$ cat src/nes_loader_pkg.sv
/* Constants for the iNES download path. Address space is 22 bits of bytes,
   CHR ROM sits in the top half, memory takes a write once every four cycles */
package nes_loader_pkg;

  // Memory byte address
  localparam int ADDR_W = 22;
  localparam logic [ADDR_W-1:0] CHR_BASE_ADDR = 22'h20_0000;  // Top half

  // Page sizes as shifts
  localparam int PRG_PAGE_SHIFT = 14;  // 16 KiB PRG pages
  localparam int CHR_PAGE_SHIFT = 13;  // 8 KiB CHR pages

  // iNES header
  localparam int HEADER_BYTES = 16;
  localparam logic [7:0] INES_MAGIC0 = 8'h4E;  // "N"
  localparam logic [7:0] INES_MAGIC1 = 8'h45;  // "E"
  localparam logic [7:0] INES_MAGIC2 = 8'h53;  // "S"
  localparam logic [7:0] INES_MAGIC3 = 8'h1A;  // MS-DOS EOF

  // Slot counter value where the memory accepts a loader write
  localparam logic [1:0] WRITE_SLOT = 2'd3;

  // Loader FSM encoding
  localparam logic [1:0] LD_HEADER = 2'd0;
  localparam logic [1:0] LD_PRG = 2'd1;
  localparam logic [1:0] LD_CHR = 2'd2;
  localparam logic [1:0] LD_ERROR = 2'd3;

endpackage

$ cat src/ines_header_decode.sv
/* Purely combinational, reads the header register as captured so far.
   Trainer images are rejected, iNES 2.0 extended fields are not decoded */
`timescale 1ns/1ps

module ines_header_decode (
  input  logic [8*nes_loader_pkg::HEADER_BYTES-1:0] header,
  output logic [31:0]                               mapper_flags,
  output logic                                      header_ok
);
  import nes_loader_pkg::*;

  logic [7:0] hb [HEADER_BYTES];  // Header split into bytes
  logic       is_nes20;
  logic       is_dirty;
  logic       chr_ram;
  logic [7:0] mapper;
  logic [2:0] prg_size;
  logic [2:0] chr_size;

  // Log2 style size code, saturates at 7 above 64 pages
  function automatic logic [2:0] size_code(input logic [7:0] pages);
    if (pages <= 8'd1) return 3'd0;
    else if (pages <= 8'd2) return 3'd1;
    else if (pages <= 8'd4) return 3'd2;
    else if (pages <= 8'd8) return 3'd3;
    else if (pages <= 8'd16) return 3'd4;
    else if (pages <= 8'd32) return 3'd5;
    else if (pages <= 8'd64) return 3'd6;
    else return 3'd7;
  endfunction

  always_comb begin
    for (int i = 0; i < HEADER_BYTES; i++)
      hb[i] = header[8*i +: 8];  // Byte 0 in the low bits
  end

  // Signature plus no trainer (byte 6 bit 2)
  assign header_ok = (hb[0] == INES_MAGIC0) && (hb[1] == INES_MAGIC1) &&
                     (hb[2] == INES_MAGIC2) && (hb[3] == INES_MAGIC3) &&
                     !hb[6][2];

  assign is_nes20 = (hb[7][3:2] == 2'b10);

  // Old dumps with junk in bytes 8..15 carry garbage in byte 7 too
  assign is_dirty = !is_nes20 && (|header[8*HEADER_BYTES-1:64]);

  assign mapper = {is_dirty ? 4'h0 : hb[7][7:4], hb[6][7:4]};
  assign chr_ram = (hb[5] == 8'd0);  // No CHR ROM pages
  assign prg_size = size_code(hb[4]);
  assign chr_size = size_code(hb[5]);

  assign mapper_flags = {
    15'd0,
    hb[6][3],  // Four-screen
    chr_ram,
    hb[6][0],  // Mirroring
    chr_size,
    prg_size,
    mapper
  };

endmodule

$ cat src/ines_loader.sv
/* Bytes must arrive at least 8 cycles apart, there is no back-pressure on the
   write request. Loader idles and clears whenever downloading is low */
`timescale 1ns/1ps

module ines_loader (
  input  logic                              clk,
  input  logic                              reset,
  input  logic [7:0]                        rx_byte,
  input  logic                              rx_strobe,
  input  logic                              downloading,
  output logic [nes_loader_pkg::ADDR_W-1:0] req_addr,
  output logic [7:0]                        req_data,
  output logic                              req_write,
  output logic [31:0]                       mapper_flags,
  output logic                              load_done,
  output logic                              load_error
);
  import nes_loader_pkg::*;

  logic [1:0]                      state;
  logic [$clog2(HEADER_BYTES)-1:0] hdr_idx;  // Next header byte slot
  logic [8*HEADER_BYTES-1:0]       header;
  logic [ADDR_W-1:0]               addr;
  logic [ADDR_W-1:0]               bytes_left;  // Remaining in current phase
  logic [7:0]                      prg_pages;
  logic [7:0]                      chr_pages;
  logic                            header_ok;
  logic                            in_data;

  ines_header_decode u_decode (
    .header      (header),
    .mapper_flags(mapper_flags),
    .header_ok   (header_ok)
  );

  assign prg_pages = header[8*4 +: 8];
  assign chr_pages = header[8*5 +: 8];
  assign in_data = (state == LD_PRG) || (state == LD_CHR);

  // Data bytes pass straight through with a same-cycle request
  assign req_write = rx_strobe && in_data && (bytes_left != '0);
  assign req_addr = addr;
  assign req_data = rx_byte;
  assign load_error = (state == LD_ERROR);

  // Header capture, payload only
  always_ff @(posedge clk) begin
    if (downloading && rx_strobe && state == LD_HEADER)
      header[8*hdr_idx +: 8] <= rx_byte;
  end

  always_ff @(posedge clk) begin
    if (reset || !downloading) begin
      state     <= LD_HEADER;
      hdr_idx   <= '0;
      addr      <= '0;  // PRG starts at 0
      load_done <= 1'b0;
    end else begin
      case (state)
        LD_HEADER: begin
          if (rx_strobe) begin
            hdr_idx <= hdr_idx + 1'b1;
            if (hdr_idx == HEADER_BYTES - 1) begin
              // Check only needs bytes 0..6, all captured by now
              state      <= header_ok ? LD_PRG : LD_ERROR;
              bytes_left <= ADDR_W'(prg_pages) << PRG_PAGE_SHIFT;
            end
          end
        end
        LD_PRG, LD_CHR: begin
          if (bytes_left != '0) begin
            if (rx_strobe) begin
              bytes_left <= bytes_left - 1'b1;
              addr       <= addr + 1'b1;  // Step after the write
            end
          end else if (state == LD_PRG) begin
            state      <= LD_CHR;
            addr       <= CHR_BASE_ADDR;
            bytes_left <= ADDR_W'(chr_pages) << CHR_PAGE_SHIFT;  // 0 for CHR RAM
          end else begin
            load_done <= 1'b1;  // Held until next idle
          end
        end
        default: ;  // ERROR waits for ss to rise
      endcase
    end
  end

endmodule

$ cat src/mem_write_slot.sv
/* Holds a single pending write, so requests must be at least 4 cycles apart.
   mem_we follows the slot cycle by one clock */
`timescale 1ns/1ps

module mem_write_slot (
  input  logic                              clk,
  input  logic                              reset,
  input  logic [nes_loader_pkg::ADDR_W-1:0] req_addr,
  input  logic [7:0]                        req_data,
  input  logic                              req_write,
  output logic [nes_loader_pkg::ADDR_W-1:0] mem_addr,
  output logic [7:0]                        mem_data,
  output logic                              mem_we
);
  import nes_loader_pkg::*;

  logic [1:0]        slot_cnt;  // Free running, shared with the console
  logic              pending;
  logic [ADDR_W-1:0] lat_addr;
  logic [7:0]        lat_data;
  logic              in_slot;

  assign in_slot = (slot_cnt == WRITE_SLOT);

  always_ff @(posedge clk) begin
    if (reset) begin
      slot_cnt <= 2'd0;
      pending  <= 1'b0;
      mem_we   <= 1'b0;
    end else begin
      slot_cnt <= slot_cnt + 2'd1;
      mem_we   <= in_slot && (pending || req_write);  // Request in slot goes now
      if (in_slot)
        pending <= 1'b0;
      else if (req_write)
        pending <= 1'b1;
    end
  end

  always_ff @(posedge clk) begin
    if (req_write) begin
      lat_addr <= req_addr;
      lat_data <= req_data;
    end
    if (in_slot) begin
      mem_addr <= req_write ? req_addr : lat_addr;  // Bypass the latch
      mem_data <= req_write ? req_data : lat_data;
    end
  end

endmodule

$ cat src/rom_loader_top.sv
/* Download path only, no SDRAM arbitration. mem_we comes from 1 to 4 cycles
   after a byte, memory must accept it in the cycle it is high */
`timescale 1ns/1ps

module rom_loader_top (
  input  logic                              clk,
  input  logic                              reset,
  input  logic                              spi_sck,
  input  logic                              spi_ss,
  input  logic                              spi_sdi,
  output logic [nes_loader_pkg::ADDR_W-1:0] mem_addr,
  output logic [7:0]                        mem_data,
  output logic                              mem_we,
  output logic [31:0]                       mapper_flags,
  output logic                              downloading,
  output logic                              load_done,
  output logic                              load_error
);
  import nes_loader_pkg::*;

  logic [7:0]        rx_byte;  // Byte link
  logic              rx_strobe;
  logic [ADDR_W-1:0] req_addr;  // Write request
  logic [7:0]        req_data;
  logic              req_write;

  spi_byte_rx u_rx (
    .clk        (clk),
    .reset      (reset),
    .spi_sck    (spi_sck),
    .spi_ss     (spi_ss),
    .spi_sdi    (spi_sdi),
    .rx_byte    (rx_byte),
    .rx_strobe  (rx_strobe),
    .downloading(downloading)
  );

  ines_loader u_loader (
    .clk         (clk),
    .reset       (reset),
    .rx_byte     (rx_byte),
    .rx_strobe   (rx_strobe),
    .downloading (downloading),
    .req_addr    (req_addr),
    .req_data    (req_data),
    .req_write   (req_write),
    .mapper_flags(mapper_flags),
    .load_done   (load_done),
    .load_error  (load_error)
  );

  mem_write_slot u_slot (
    .clk      (clk),
    .reset    (reset),
    .req_addr (req_addr),
    .req_data (req_data),
    .req_write(req_write),
    .mem_addr (mem_addr),
    .mem_data (mem_data),
    .mem_we   (mem_we)
  );

endmodule

$ cat src/spi_byte_rx.sv
/* Serial lines are asynchronous and oversampled, so each sck bit must last at
   least 4 clk cycles. Bits arrive MSB first while ss is low */
`timescale 1ns/1ps

module spi_byte_rx (
  input  logic       clk,
  input  logic       reset,
  input  logic       spi_sck,
  input  logic       spi_ss,
  input  logic       spi_sdi,
  output logic [7:0] rx_byte,
  output logic       rx_strobe,
  output logic       downloading
);

  logic [1:0] sck_sync;  // Two-flop synchronizers
  logic [1:0] ss_sync;
  logic [1:0] sdi_sync;
  logic       sck_prev;  // Last synchronized sck for edge detect
  logic       sck_rise;
  logic [2:0] bit_cnt;
  logic [7:0] shift_reg;

  always_ff @(posedge clk) begin
    if (reset) begin
      sck_sync <= 2'b00;
      ss_sync  <= 2'b11;  // Select idles high
      sdi_sync <= 2'b00;
      sck_prev <= 1'b0;
    end else begin
      sck_sync <= {sck_sync[0], spi_sck};
      ss_sync  <= {ss_sync[0], spi_ss};
      sdi_sync <= {sdi_sync[0], spi_sdi};
      sck_prev <= sck_sync[1];
    end
  end

  // sdi goes through the same depth as sck, so data lines up with the edge
  assign sck_rise = sck_sync[1] & ~sck_prev;

  always_ff @(posedge clk) begin
    if (reset) begin
      bit_cnt   <= 3'd0;
      rx_strobe <= 1'b0;
    end else begin
      rx_strobe <= 1'b0;
      if (ss_sync[1]) begin
        bit_cnt <= 3'd0;  // Deselect drops a partial byte
      end else if (sck_rise) begin
        bit_cnt <= bit_cnt + 3'd1;  // Wraps after the 8th bit
        if (bit_cnt == 3'd7)
          rx_strobe <= 1'b1;  // Byte complete, strobe next cycle
      end
    end
  end

  // Shift register is payload only
  always_ff @(posedge clk) begin
    if (!ss_sync[1] && sck_rise)
      shift_reg <= {shift_reg[6:0], sdi_sync[1]};  // MSB first
  end

  // Byte stays stable until the next sck edge, at least 4 cycles later
  assign rx_byte = shift_reg;
  assign downloading = ~ss_sync[1];

endmodule

$ cat config.mk
export PLATFORM = sky130hd
export DESIGN_NAME = rom_loader_top
export DESIGN_NICKNAME = d
export VERILOG_FILES = /design/src/nes_loader_pkg.sv /design/src/ines_header_decode.sv /design/src/ines_loader.sv /design/src/mem_write_slot.sv /design/src/rom_loader_top.sv /design/src/spi_byte_rx.sv
export SDC_FILE = /design/constraint.sdc
export NUM_CORES = 1
export LEC_CHECK = 0
export ABC_AREA = 1
export BUFFER_PORTS_ARGS = -buffer_cell sky130_fd_sc_hd__buf_2
export CORE_UTILIZATION = 45
export CTS_CLUSTER_SIZE = 20
export DETAILED_ROUTE_END_ITERATION = 10
export PLACE_DENSITY = 0.6
export SLEW_MARGIN = 20
export SYNTH_ARGS = -nofsm -noshare
export SYNTH_HDL_FRONTEND = slang
export SYNTH_SLANG_ARGS = --single-unit
$ cat constraint.sdc
create_clock -name clk -period 3.12 [get_ports clk]
set_input_delay 0.78 -clock clk [delete_from_list [all_inputs] [get_ports clk]]
set_output_delay 0.78 -clock clk [all_outputs]
set_load 0.05 [all_outputs]
# Word-level counts from Yosys, hierarchy flattened
# Cells that the tools add are included.
# totals
reg_bits,262
input_bits,5
output_inout_bits,66
elab_cells,133
# op_classes
n_addsub,6
n_lt_le_gt_ge,14
eq_ne,18
shifts,2
mux,34
bitwise,7
n_reduce_logical,32
# ops
op,n
2-to-1 mux 22 bit,9
bitwise mux 128 bit,1
"variable shift 8 x 34 -> 128 bit, first input constant",1
indexed part select 8 x 34 -> 128 bit,1
OR reduction 64 bit,1
case mux 22 bit (2 select lines),1
negation 7 -> 34 bit,1
"== test 8 x 7 -> 1 bit, second input constant",3
2-to-1 mux 3 bit,8
"adder 22 x 1 -> 22 bit, second input constant",1
nonzero test 22 bit,1
"subtractor 22 x 1 -> 22 bit, second input constant",1
2-to-1 mux 2 bit,9
"less-or-equal comparator 8 x 1 -> 1 bit, second input constant",2
"less-or-equal comparator 8 x 2 -> 1 bit, second input constant",2
"less-or-equal comparator 8 x 3 -> 1 bit, second input constant",2
"less-or-equal comparator 8 x 4 -> 1 bit, second input constant",2
"less-or-equal comparator 8 x 5 -> 1 bit, second input constant",2
"less-or-equal comparator 8 x 6 -> 1 bit, second input constant",2
"less-or-equal comparator 8 x 7 -> 1 bit, second input constant",2
logical AND 1 bit,11
"== test 2 bit, second input constant",4
"== test 8 x 5 -> 1 bit, second input constant",1
logical NOT 8 bit,1
26 further kinds,44

# Longest topological paths before layout
# Gate-level depths: netlist of run 1.
# logic_depth
word_depth,9
depth_mapped,12
mapped_depth_nobuf,12

# Modules after synthesis
# Synthesis of run 1 repeated with hierarchy kept, for this count alone.
# unflattened
cells_unflattened,1328
area_unflattened_um2,12065.3
# by_module_without_submodules
mod,n_inst,cells_each,area_each_um2
ines_loader,1,927,8587.0
mem_write_slot,1,173,2015.7
ines_header_decode,1,173,830.8
spi_byte_rx,1,55,631.9

# Worst setup path after synthesis of run 1
# Ideal clock, no wire load.
# synth_timing
path_type,reg2out
from,reg u_loader.header[33]
to,out mapper_flags[9]
t_arrival_ns,2.446
required_time_ns,2.340
path_slack_ns,-0.106
path_stages_with_launch,4
n_path_buf,0
cell_sequence,edfxtp_1 -> nor3_1 -> o21ai_0 -> a31oi_1
# synth_between
elab_chain_cells,7
word_cells_on_any_way,12
classes_between,order compare (6); mux (6)
# synth_rtl
element,line_no,text
from (decl),ines_loader.sv:22,logic [8*HEADER_BYTES-1:0] header;
"from (signal, indexed assignment)",ines_loader.sv:49,header[8*hdr_idx +: 8] <= rx_byte;
less-or-equal comparator 8 x 6 -> 1 bit,ines_header_decode.sv:27,else if (pages <= 8'd32) return 3'd5;
2-to-1 mux 2 bit,ines_header_decode.sv:27,
2-to-1 mux 2 bit,ines_header_decode.sv:26,else if (pages <= 8'd16) return 3'd4;
2-to-1 mux 3 bit,ines_header_decode.sv:25,else if (pages <= 8'd8) return 3'd3;
2-to-1 mux 3 bit,ines_header_decode.sv:24,else if (pages <= 8'd4) return 3'd2;
2-to-1 mux 3 bit,ines_header_decode.sv:23,else if (pages <= 8'd2) return 3'd1;
2-to-1 mux 3 bit (*),ines_header_decode.sv:22,if (pages <= 8'd1) return 3'd0;
to (decl),rom_loader_top.sv:14,"output logic [31:0] mapper_flags,"
# Mark *: on every way between the ends. The rest lies on a longest branch, timed or not.

# Final worst setup path of run 1
# layout_timing
from,reg u_loader.header[41]
to,out mapper_flags[11]
# layout_between
elab_chain_cells,8
word_cells_on_any_way,14
classes_between,order compare (7); mux (7)
# layout_rtl
element,line_no,text
less-or-equal comparator 8 x 7 -> 1 bit,ines_header_decode.sv:28,else if (pages <= 8'd64) return 3'd6;
2-to-1 mux 1 bit,ines_header_decode.sv:28,
2-to-1 mux 2 bit,ines_header_decode.sv:27,
2-to-1 mux 2 bit,ines_header_decode.sv:26,
2-to-1 mux 3 bit,ines_header_decode.sv:25,
2-to-1 mux 3 bit,ines_header_decode.sv:24,
2-to-1 mux 3 bit,ines_header_decode.sv:23,
2-to-1 mux 3 bit (*),ines_header_decode.sv:22,
# Marked as above.

==> results of run 1 <==
## worst paths after layout
kind	endpoint	slack, ps	cells after the start	from
max	mapper_flags[11]	190	10	u_loader.header[41]
max reg2reg	u_loader.header[120]	460	7	u_loader.hdr_idx[0]
min reg2reg	u_rx.rx_byte[0]	400	0	u_rx.sdi_sync[1]
min	u_rx.rx_byte[0]	400	0	u_rx.sdi_sync[1]
## stage by stage
step                      std cells  area, µm²  power [mW]  setup WS, ps
after detailed placement       1629      12200        3.88           477
after global placement         1629      12200        3.88           602
after global routing           1682      13200        7.35          8.70
after floorplan                1279      11700        3.87           225
final                          1682      13200        7.13           191
after CTS                      1682      13200        7.21          41.0
## flip-flops by register name, indices dropped and copies added, names as in the netlist
name                 count
u_loader.header        125
u_loader.bytes_left     22
u_loader.req_addr       22
u_slot.lat_addr         22
u_slot.mem_addr         22
u_rx.rx_byte             8
u_slot.lat_data          8
u_slot.mem_data          8
u_loader.hdr_idx         4
u_rx.bit_cnt             3
u_loader.state           2
u_rx.sck_sync            2
u_rx.sdi_sync            2
u_rx.ss_sync             2
u_slot.slot_cnt          2
u_loader.load_done       1
u_rx.rx_strobe           1
u_rx.sck_prev            1
u_slot.mem_we            1
u_slot.pending           1
## final cells by class
type	count	area (µm²)	share of cell area, %
flip-flops and latches	259	7040	53.4
multi-input cells	828	3810	28.9
clock buffers	52	946	7.17
repair buffers	83	493	3.74
inverters	129	484	3.67
well taps	330	413	3.13
clock inverters	1	6.26	0.0474
## power by group through the flow
| stage | clock (mW) | sequential, mW | combinational [mW] |
|---|---|---|---|
| finish | 3.33 | 3.67 | 0.135 |
| global route | 3.54 | 3.67 | 0.141 |
| CTS | 3.40 | 3.67 | 0.136 |
| detailed placement | 0 | 3.74 | 0.136 |
| global placement | 0 | 3.74 | 0.135 |
| floorplan | 0 | 3.79 | 0.0754 |
## cells in the final DEF (no fill, tap or decap), types with 3 or more instances in the layout
cell	Yosys	final
o21ai_1	7	10
clkbuf_4	0	3
xnor2_1	5	5
xor2_1	13	13
nand2_1	235	235
a22oi_1	4	4
nor2_1	286	286
o21ai_0	43	40
clkbuf_1	17	13
dfxtp_1	74	74
or2_2	5	5
conb_1	1	15
nand4_1	21	21
inv_2	5	5
clkbuf_16	0	32
a31oi_1	5	5
a21oi_1	44	43
nand3_1	59	59
nor4_1	6	6
buf_2	16	52
clkbuf_8	0	7
nor2_2	8	8
nor3_1	38	37
inv_1	123	123
buf_4	25	28
edfxtp_1	185	185
ha_1	16	16
## critical path, cell delays in order (launching register included)
cell and delay [ps]:
edfxtp_1 430, nor2_1 180, nand2_1 130, o21ai_1 190, nand2_1 70, nand2_1 60, nand2_1 50, nand2_1 50
nand2_1 50, a21oi_1 150, clkbuf_4 250
## what timing repair did
action | CTS | global route
endpoints found under the hold margin | 0 | 0
endpoints found under the setup margin | 0 | 6
gates resized for setup | 0 | 6
## kinds of logic (layout without fill, tap and decap cells)
kind of cell	Yosys count	count (layout)
AND/OR/NAND/NOR	669	669
other	1	15
AO/OA/AOI/OAI	109	109
XOR/XNOR	19	19
adder cells (fa/ha/maj)	16	16
buffers and inverters	192	265
flip-flops	259	259
## routing by layer
layer	wire length, µm	vias to the layer above
li1	-	4247
met1	12600	3914
met2	11100	223
met3	1420	36
met4	486	0
met5	0	-
==> metrics, run 1 <==
layout cells sized above 1 11.1%; DP Wirelength 17600 µm; post-DR wirelength/cell 15.2 µm; simple-gate area share of the yosys netlist 23.9%; Post-synth EDFFs 185; Hold Slack 400 ps; hold buffer count at CTS 0; Synth Register Bits 259; multiplexer area fraction after synthesis 0%; GR Util met2 29.7%; top_reg_cell synth edfxtp_1; die area 26600 µm²; vias per cell 5.01; max-cap violations 0; Int Pwr 5.71 mW; post-synthesis xor/xnor area fraction 1.49%; # fillers 2350; Clock Skew 7.06 ps; num rows 58; DRT Pass-1 Iters 5; Synth Area in Compound Gates 4.98%; worst min-delay path class reg -> reg; drt drc 0; worst path arrival time 2150 ps; Iter 0 DRT Violations 607; first-pass GRT wire length 41400 µm; GP Congestion 0.846; utilization after layout 52.1%; clock power share 46.7%; synthesized area 11700 µm²; io pins 71; starting density of the core 46.0%; area delta synth->final 13.1%; status finished clean; fin. max-slew vios 0; final WL 25500 µm; # clock sinks 259; cts bufs inserted 29; post-synthesis sequential area ratio 60.4%; ys async rst share 0%; later-pin clock latency in the skew report 530 ps; Worst VDD drop 410 µV; Area contributors post-synth edfxtp_1 (48%), dfxtp_1 (13%), nor2_1 (9.2%); worst path required time 2340 ps; DRT antenna net count 0; RSZ-0062 raised after global routing false; Sw Pwr 1.42 mW; setup bufs post-CTS 0; Synth warnings 0; most frequent cell after synthesis nor2_1; grt total ovfl 0; top cells by count, synth nor2_1 (286), nand2_1 (235), edfxtp_1 (185); GRT Overall Usage 19.7%; Port Buffers 55; vias after detailed routing 8420; H-tree levels 1; worst slew slack as a fraction of its limit 52.1%; Sw Ratio 20.0%; Synth top area share 47.7%; final worst-path cycle share 93.9%; combinational family with the most area after synthesis simple AND/OR/NAND/NOR gates; Max clock buf depth 3; Syn Inst Count 1265; combinational share of power 1.9%; Leakage 4.68 nW; GRT met1 Usage 29.3%; global routing met3 resource utilization 3.26%; Yosys top cell by area edfxtp_1; largest net degree at the start of global routing 37; fmax 0.341 GHz; Antenna Cells 0; clk slew on worst S/H paths 60 ps; die width 163 µm; Core ar. 25300 µm²; initial antenna violation count 0; worst slew pin tran 715 ps; Die H 163 µm; adder-cell share of the synthesized area 1.72%; setup violators final 0; Sequential Power Share 51.5%; PwrDens 541 nW/µm²; hold violation total from the final report 0; Setup TNS 0 ps; grt peak-use layer met2; CTS tree built; nets@finish 1351; minimum clock period 2930 ps; kind of critical path reg -> out; crit-path max FO 4; Mean Syn Cell Area 9.22 µm²; CP startpoint kind register; number of global-route vias before repair 7936; Root Driver clkbuf_16; count of different cell masters after synthesis 40; nature of the critical path endpoint output pin
Power figures use the tool's default switching activity.
==> inputs of run 2 (changes only) <==
--- a/config.mk
+++ b/config.mk
@@ -5,7 +5,6 @@
 export SDC_FILE = /design/constraint.sdc
 export NUM_CORES = 1
 export LEC_CHECK = 0
-export ABC_AREA = 1
 export BUFFER_PORTS_ARGS = -buffer_cell sky130_fd_sc_hd__buf_2
 export CORE_UTILIZATION = 45
 export CTS_CLUSTER_SIZE = 20
==> run 2 against run 1 <==
Net effect: setup slack worse by 45 ps; combinational power increased by 9.6%; clock skew up 16 ps; synthesized area down 5.0%; maximum frequency shrank 1.5%; flip-flop and latch count unchanged; register-to-register slack better by 50 ps; power is 3.9% lower; count of clock-buffer cells in the layout is 13 lower; routed wire length fell by 10%; via count fell by 17%; design area shrank 4.8%; highest routed layer unchanged.
==> metrics, run 2 <==
most frequent cell after synthesis edfxtp_1; worst slew pin tran 695 ps; Hold Slack 411 ps; num rows 57; Total Power 6.85 mW; grt total ovfl 0; initial antenna violation count 0; final worst-path cycle share 95.3%; Max clock buf depth 3; Post-synth EDFFs 185; Synth warnings 0; crit-path max FO 5; GRT Overall Usage 18.1%; minimum clock period 2970 ps; nature of the critical path endpoint output pin; R2R setup slack 510 ps; synthesized area 11100 µm²; area occupied by multi-input gates 3770 µm²; pre-CTS setup slack 521 ps; Largest register FFs 125; placed cell area 11600 µm²; DRT antenna net count 0; largest net degree at the start of global routing 37; utilization after layout 51.8%; final WL 22900 µm; Mean Syn Cell Area 12.1 µm²; Iter 0 DRT Violations 418; starting density of the core 45.7%; worst path arrival time 2190 ps; Crit-path slowest cell edfxtp_1; CP Cell Sequence nor3_4 > nand2b_1 > o21ai_0 > nor3b_1 > o211ai_1 > buf_2; Worst VDD drop 424 µV; Clock Skew 23.0 ps; worst path required time 2340 ps; RSZ-0062 raised after global routing true; hold violation total from the final report 0; vias per cell 5.30; number of global-route vias before repair 6856; vias after detailed routing 6985; Worst Slack Setup Final 146 ps; # fillers 2138; Port Buffers 55; Synth top area share 50.2%; cts bufs inserted 27; Core ar. 24200 µm²; Synth Register Bits 259; DRT Pass-1 Iters 5; fmax 0.336 GHz; PwrDens 546 nW/µm²; die area 25200 µm²; kind of critical path reg -> out; nets@finish 993; Setup TNS 0 ps; Syn Inst Count 912; CP startpoint kind register; fin. max-slew vios 0; CP top delay family simple AND/OR/NAND/NOR gates; DP Wirelength 15600 µm; Root Driver clkbuf_16; status finished clean; H-tree levels 1; layout cells sized above 1 17.1%; clk slew on worst S/H paths 60 ps; largest reg by FF count u_loader.header; crit-path max cell delay 480 ps; post-route cell area 12600 µm²; top cells by count, synth edfxtp_1 (185), nor2_1 (117), dfxtp_1 (74); post-DR wirelength/cell 17.4 µm; drt drc 0; later-pin clock latency in the skew report 540 ps; Yosys top cell by area edfxtp_1; # clock sinks 259; most common cell after layout, fill and taps aside edfxtp_1; die width 159 µm; setup violators final 0; CTS tree built; most frequent cells in the layout edfxtp_1 (185), nor2_1 (117), dfxtp_1 (74), and2_1 (70), nand2_1 (57); first-pass GRT wire length 36300 µm; top_reg_cell synth edfxtp_1; worst slew slack as a fraction of its limit 53.5%; io pins 71; Post-Place Cells 1266; max-cap violations 0; GP Congestion 0.824; Leakage 3.98 nW; area delta synth->final 13.4%; hold buffer count at CTS 0; final instance count without filler cells 1317; Area contributors post-synth edfxtp_1 (50%), dfxtp_1 (13%), nor2_1 (4.0%); CP bufs+invs 1; ys async rst share 0%; count of different cell masters after synthesis 66; Antenna Cells 0; worst min-delay path class reg -> reg; Die H 159 µm; post-synthesis sequential area ratio 63.5%; Register Area 7040 µm²
[run 2: cell types whose count changed in the layout (fill, tap and decap cells not counted), sizes merged, moves of 27 or more]
cell	previous run	this run
and2	0	70
inv	129	18
mux2	0	27
nand2	238	58
nand3	62	17
nor2	294	117
nor4	6	33
[run 2: repair_timing]
action | CTS | global route
setup buffers | 0 | 1
endpoints found under the setup margin | 5 | 6
gates resized for setup | 6 | 13
pin swaps | 0 | 1
[run 2: per-layer routing]
| layer | part of all wire, % | wire [µm] | vias to the layer above | GRT usage (%) |
|---|---|---|---|---|
| li1 | - | - | 3416 | - |
| met1 | 44 | 10100 | 3364 | 23.5 |
| met2 | 49 | 11300 | 164 | 30.8 |
| met3 | 4.4 | 1000 | 41 | 2.77 |
| met4 | 2.5 | 576 | 0 | 6.56 |
| met5 | 0 | 0 | - | 0 |
[run 2: cell families (layout without fill, tap and decap cells)]
| family | count (synthesis) | in the layout | synth area share, % |
|---|---|---|---|
| and+or+nand+nor | 405 | 405 | 19.8 |
| adders and majority gates | 16 | 16 | 1.81 |
| xor gates and xnor gates | 23 | 23 | 1.82 |
| muxes | 33 | 33 | 3.29 |
| DFF | 259 | 259 | 63.5 |
| AOI/OAI and AO/OA | 101 | 101 | 5.97 |
| buffers and inverters | 74 | 141 | 3.77 |
| other | 1 | 15 | 0.0339 |
[run 2: power by group]
| group | switching, mW | internal, mW |
|---|---|---|
| combinational | 0.127 | 0.0213 |
| clock | 1.28 | 1.75 |
| sequential | 0.0116 | 3.67 |
| total | 1.42 | 5.43 |
[run 2: area by class of cell]
class | count | area share (%)
Timing Repair Buffer | 74 | 3.49
Sequential cell | 259 | 56.0
Tap cell | 324 | 3.23
Inverter | 17 | 0.508
Clock inverter | 11 | 0.488
Clock buffer | 39 | 6.24
Multi-Input combinational cell | 593 | 30.0
[run 2: worst reg2reg max path: cells and delay by family (launching register included)]
family,cells,cell delay [ps]
buf+inv,2,500
compound gates,1,200
mux,1,420
fa+ha+maj,1,190
flops,1,420
simple gates,2,640
[run 2: path summary, 6_finish.rpt]
check                             to              startpoint  depth (start not counted)
hold reg to reg      u_rx.ss_sync[1]         u_rx.ss_sync[0]                          1
hold / removal       u_rx.ss_sync[1]         u_rx.ss_sync[0]                          1
setup reg to reg  u_slot.mem_data[4]  u_loader.bytes_left[0]                          7
setup / recovery     mapper_flags[8]     u_loader.header[34]                          6
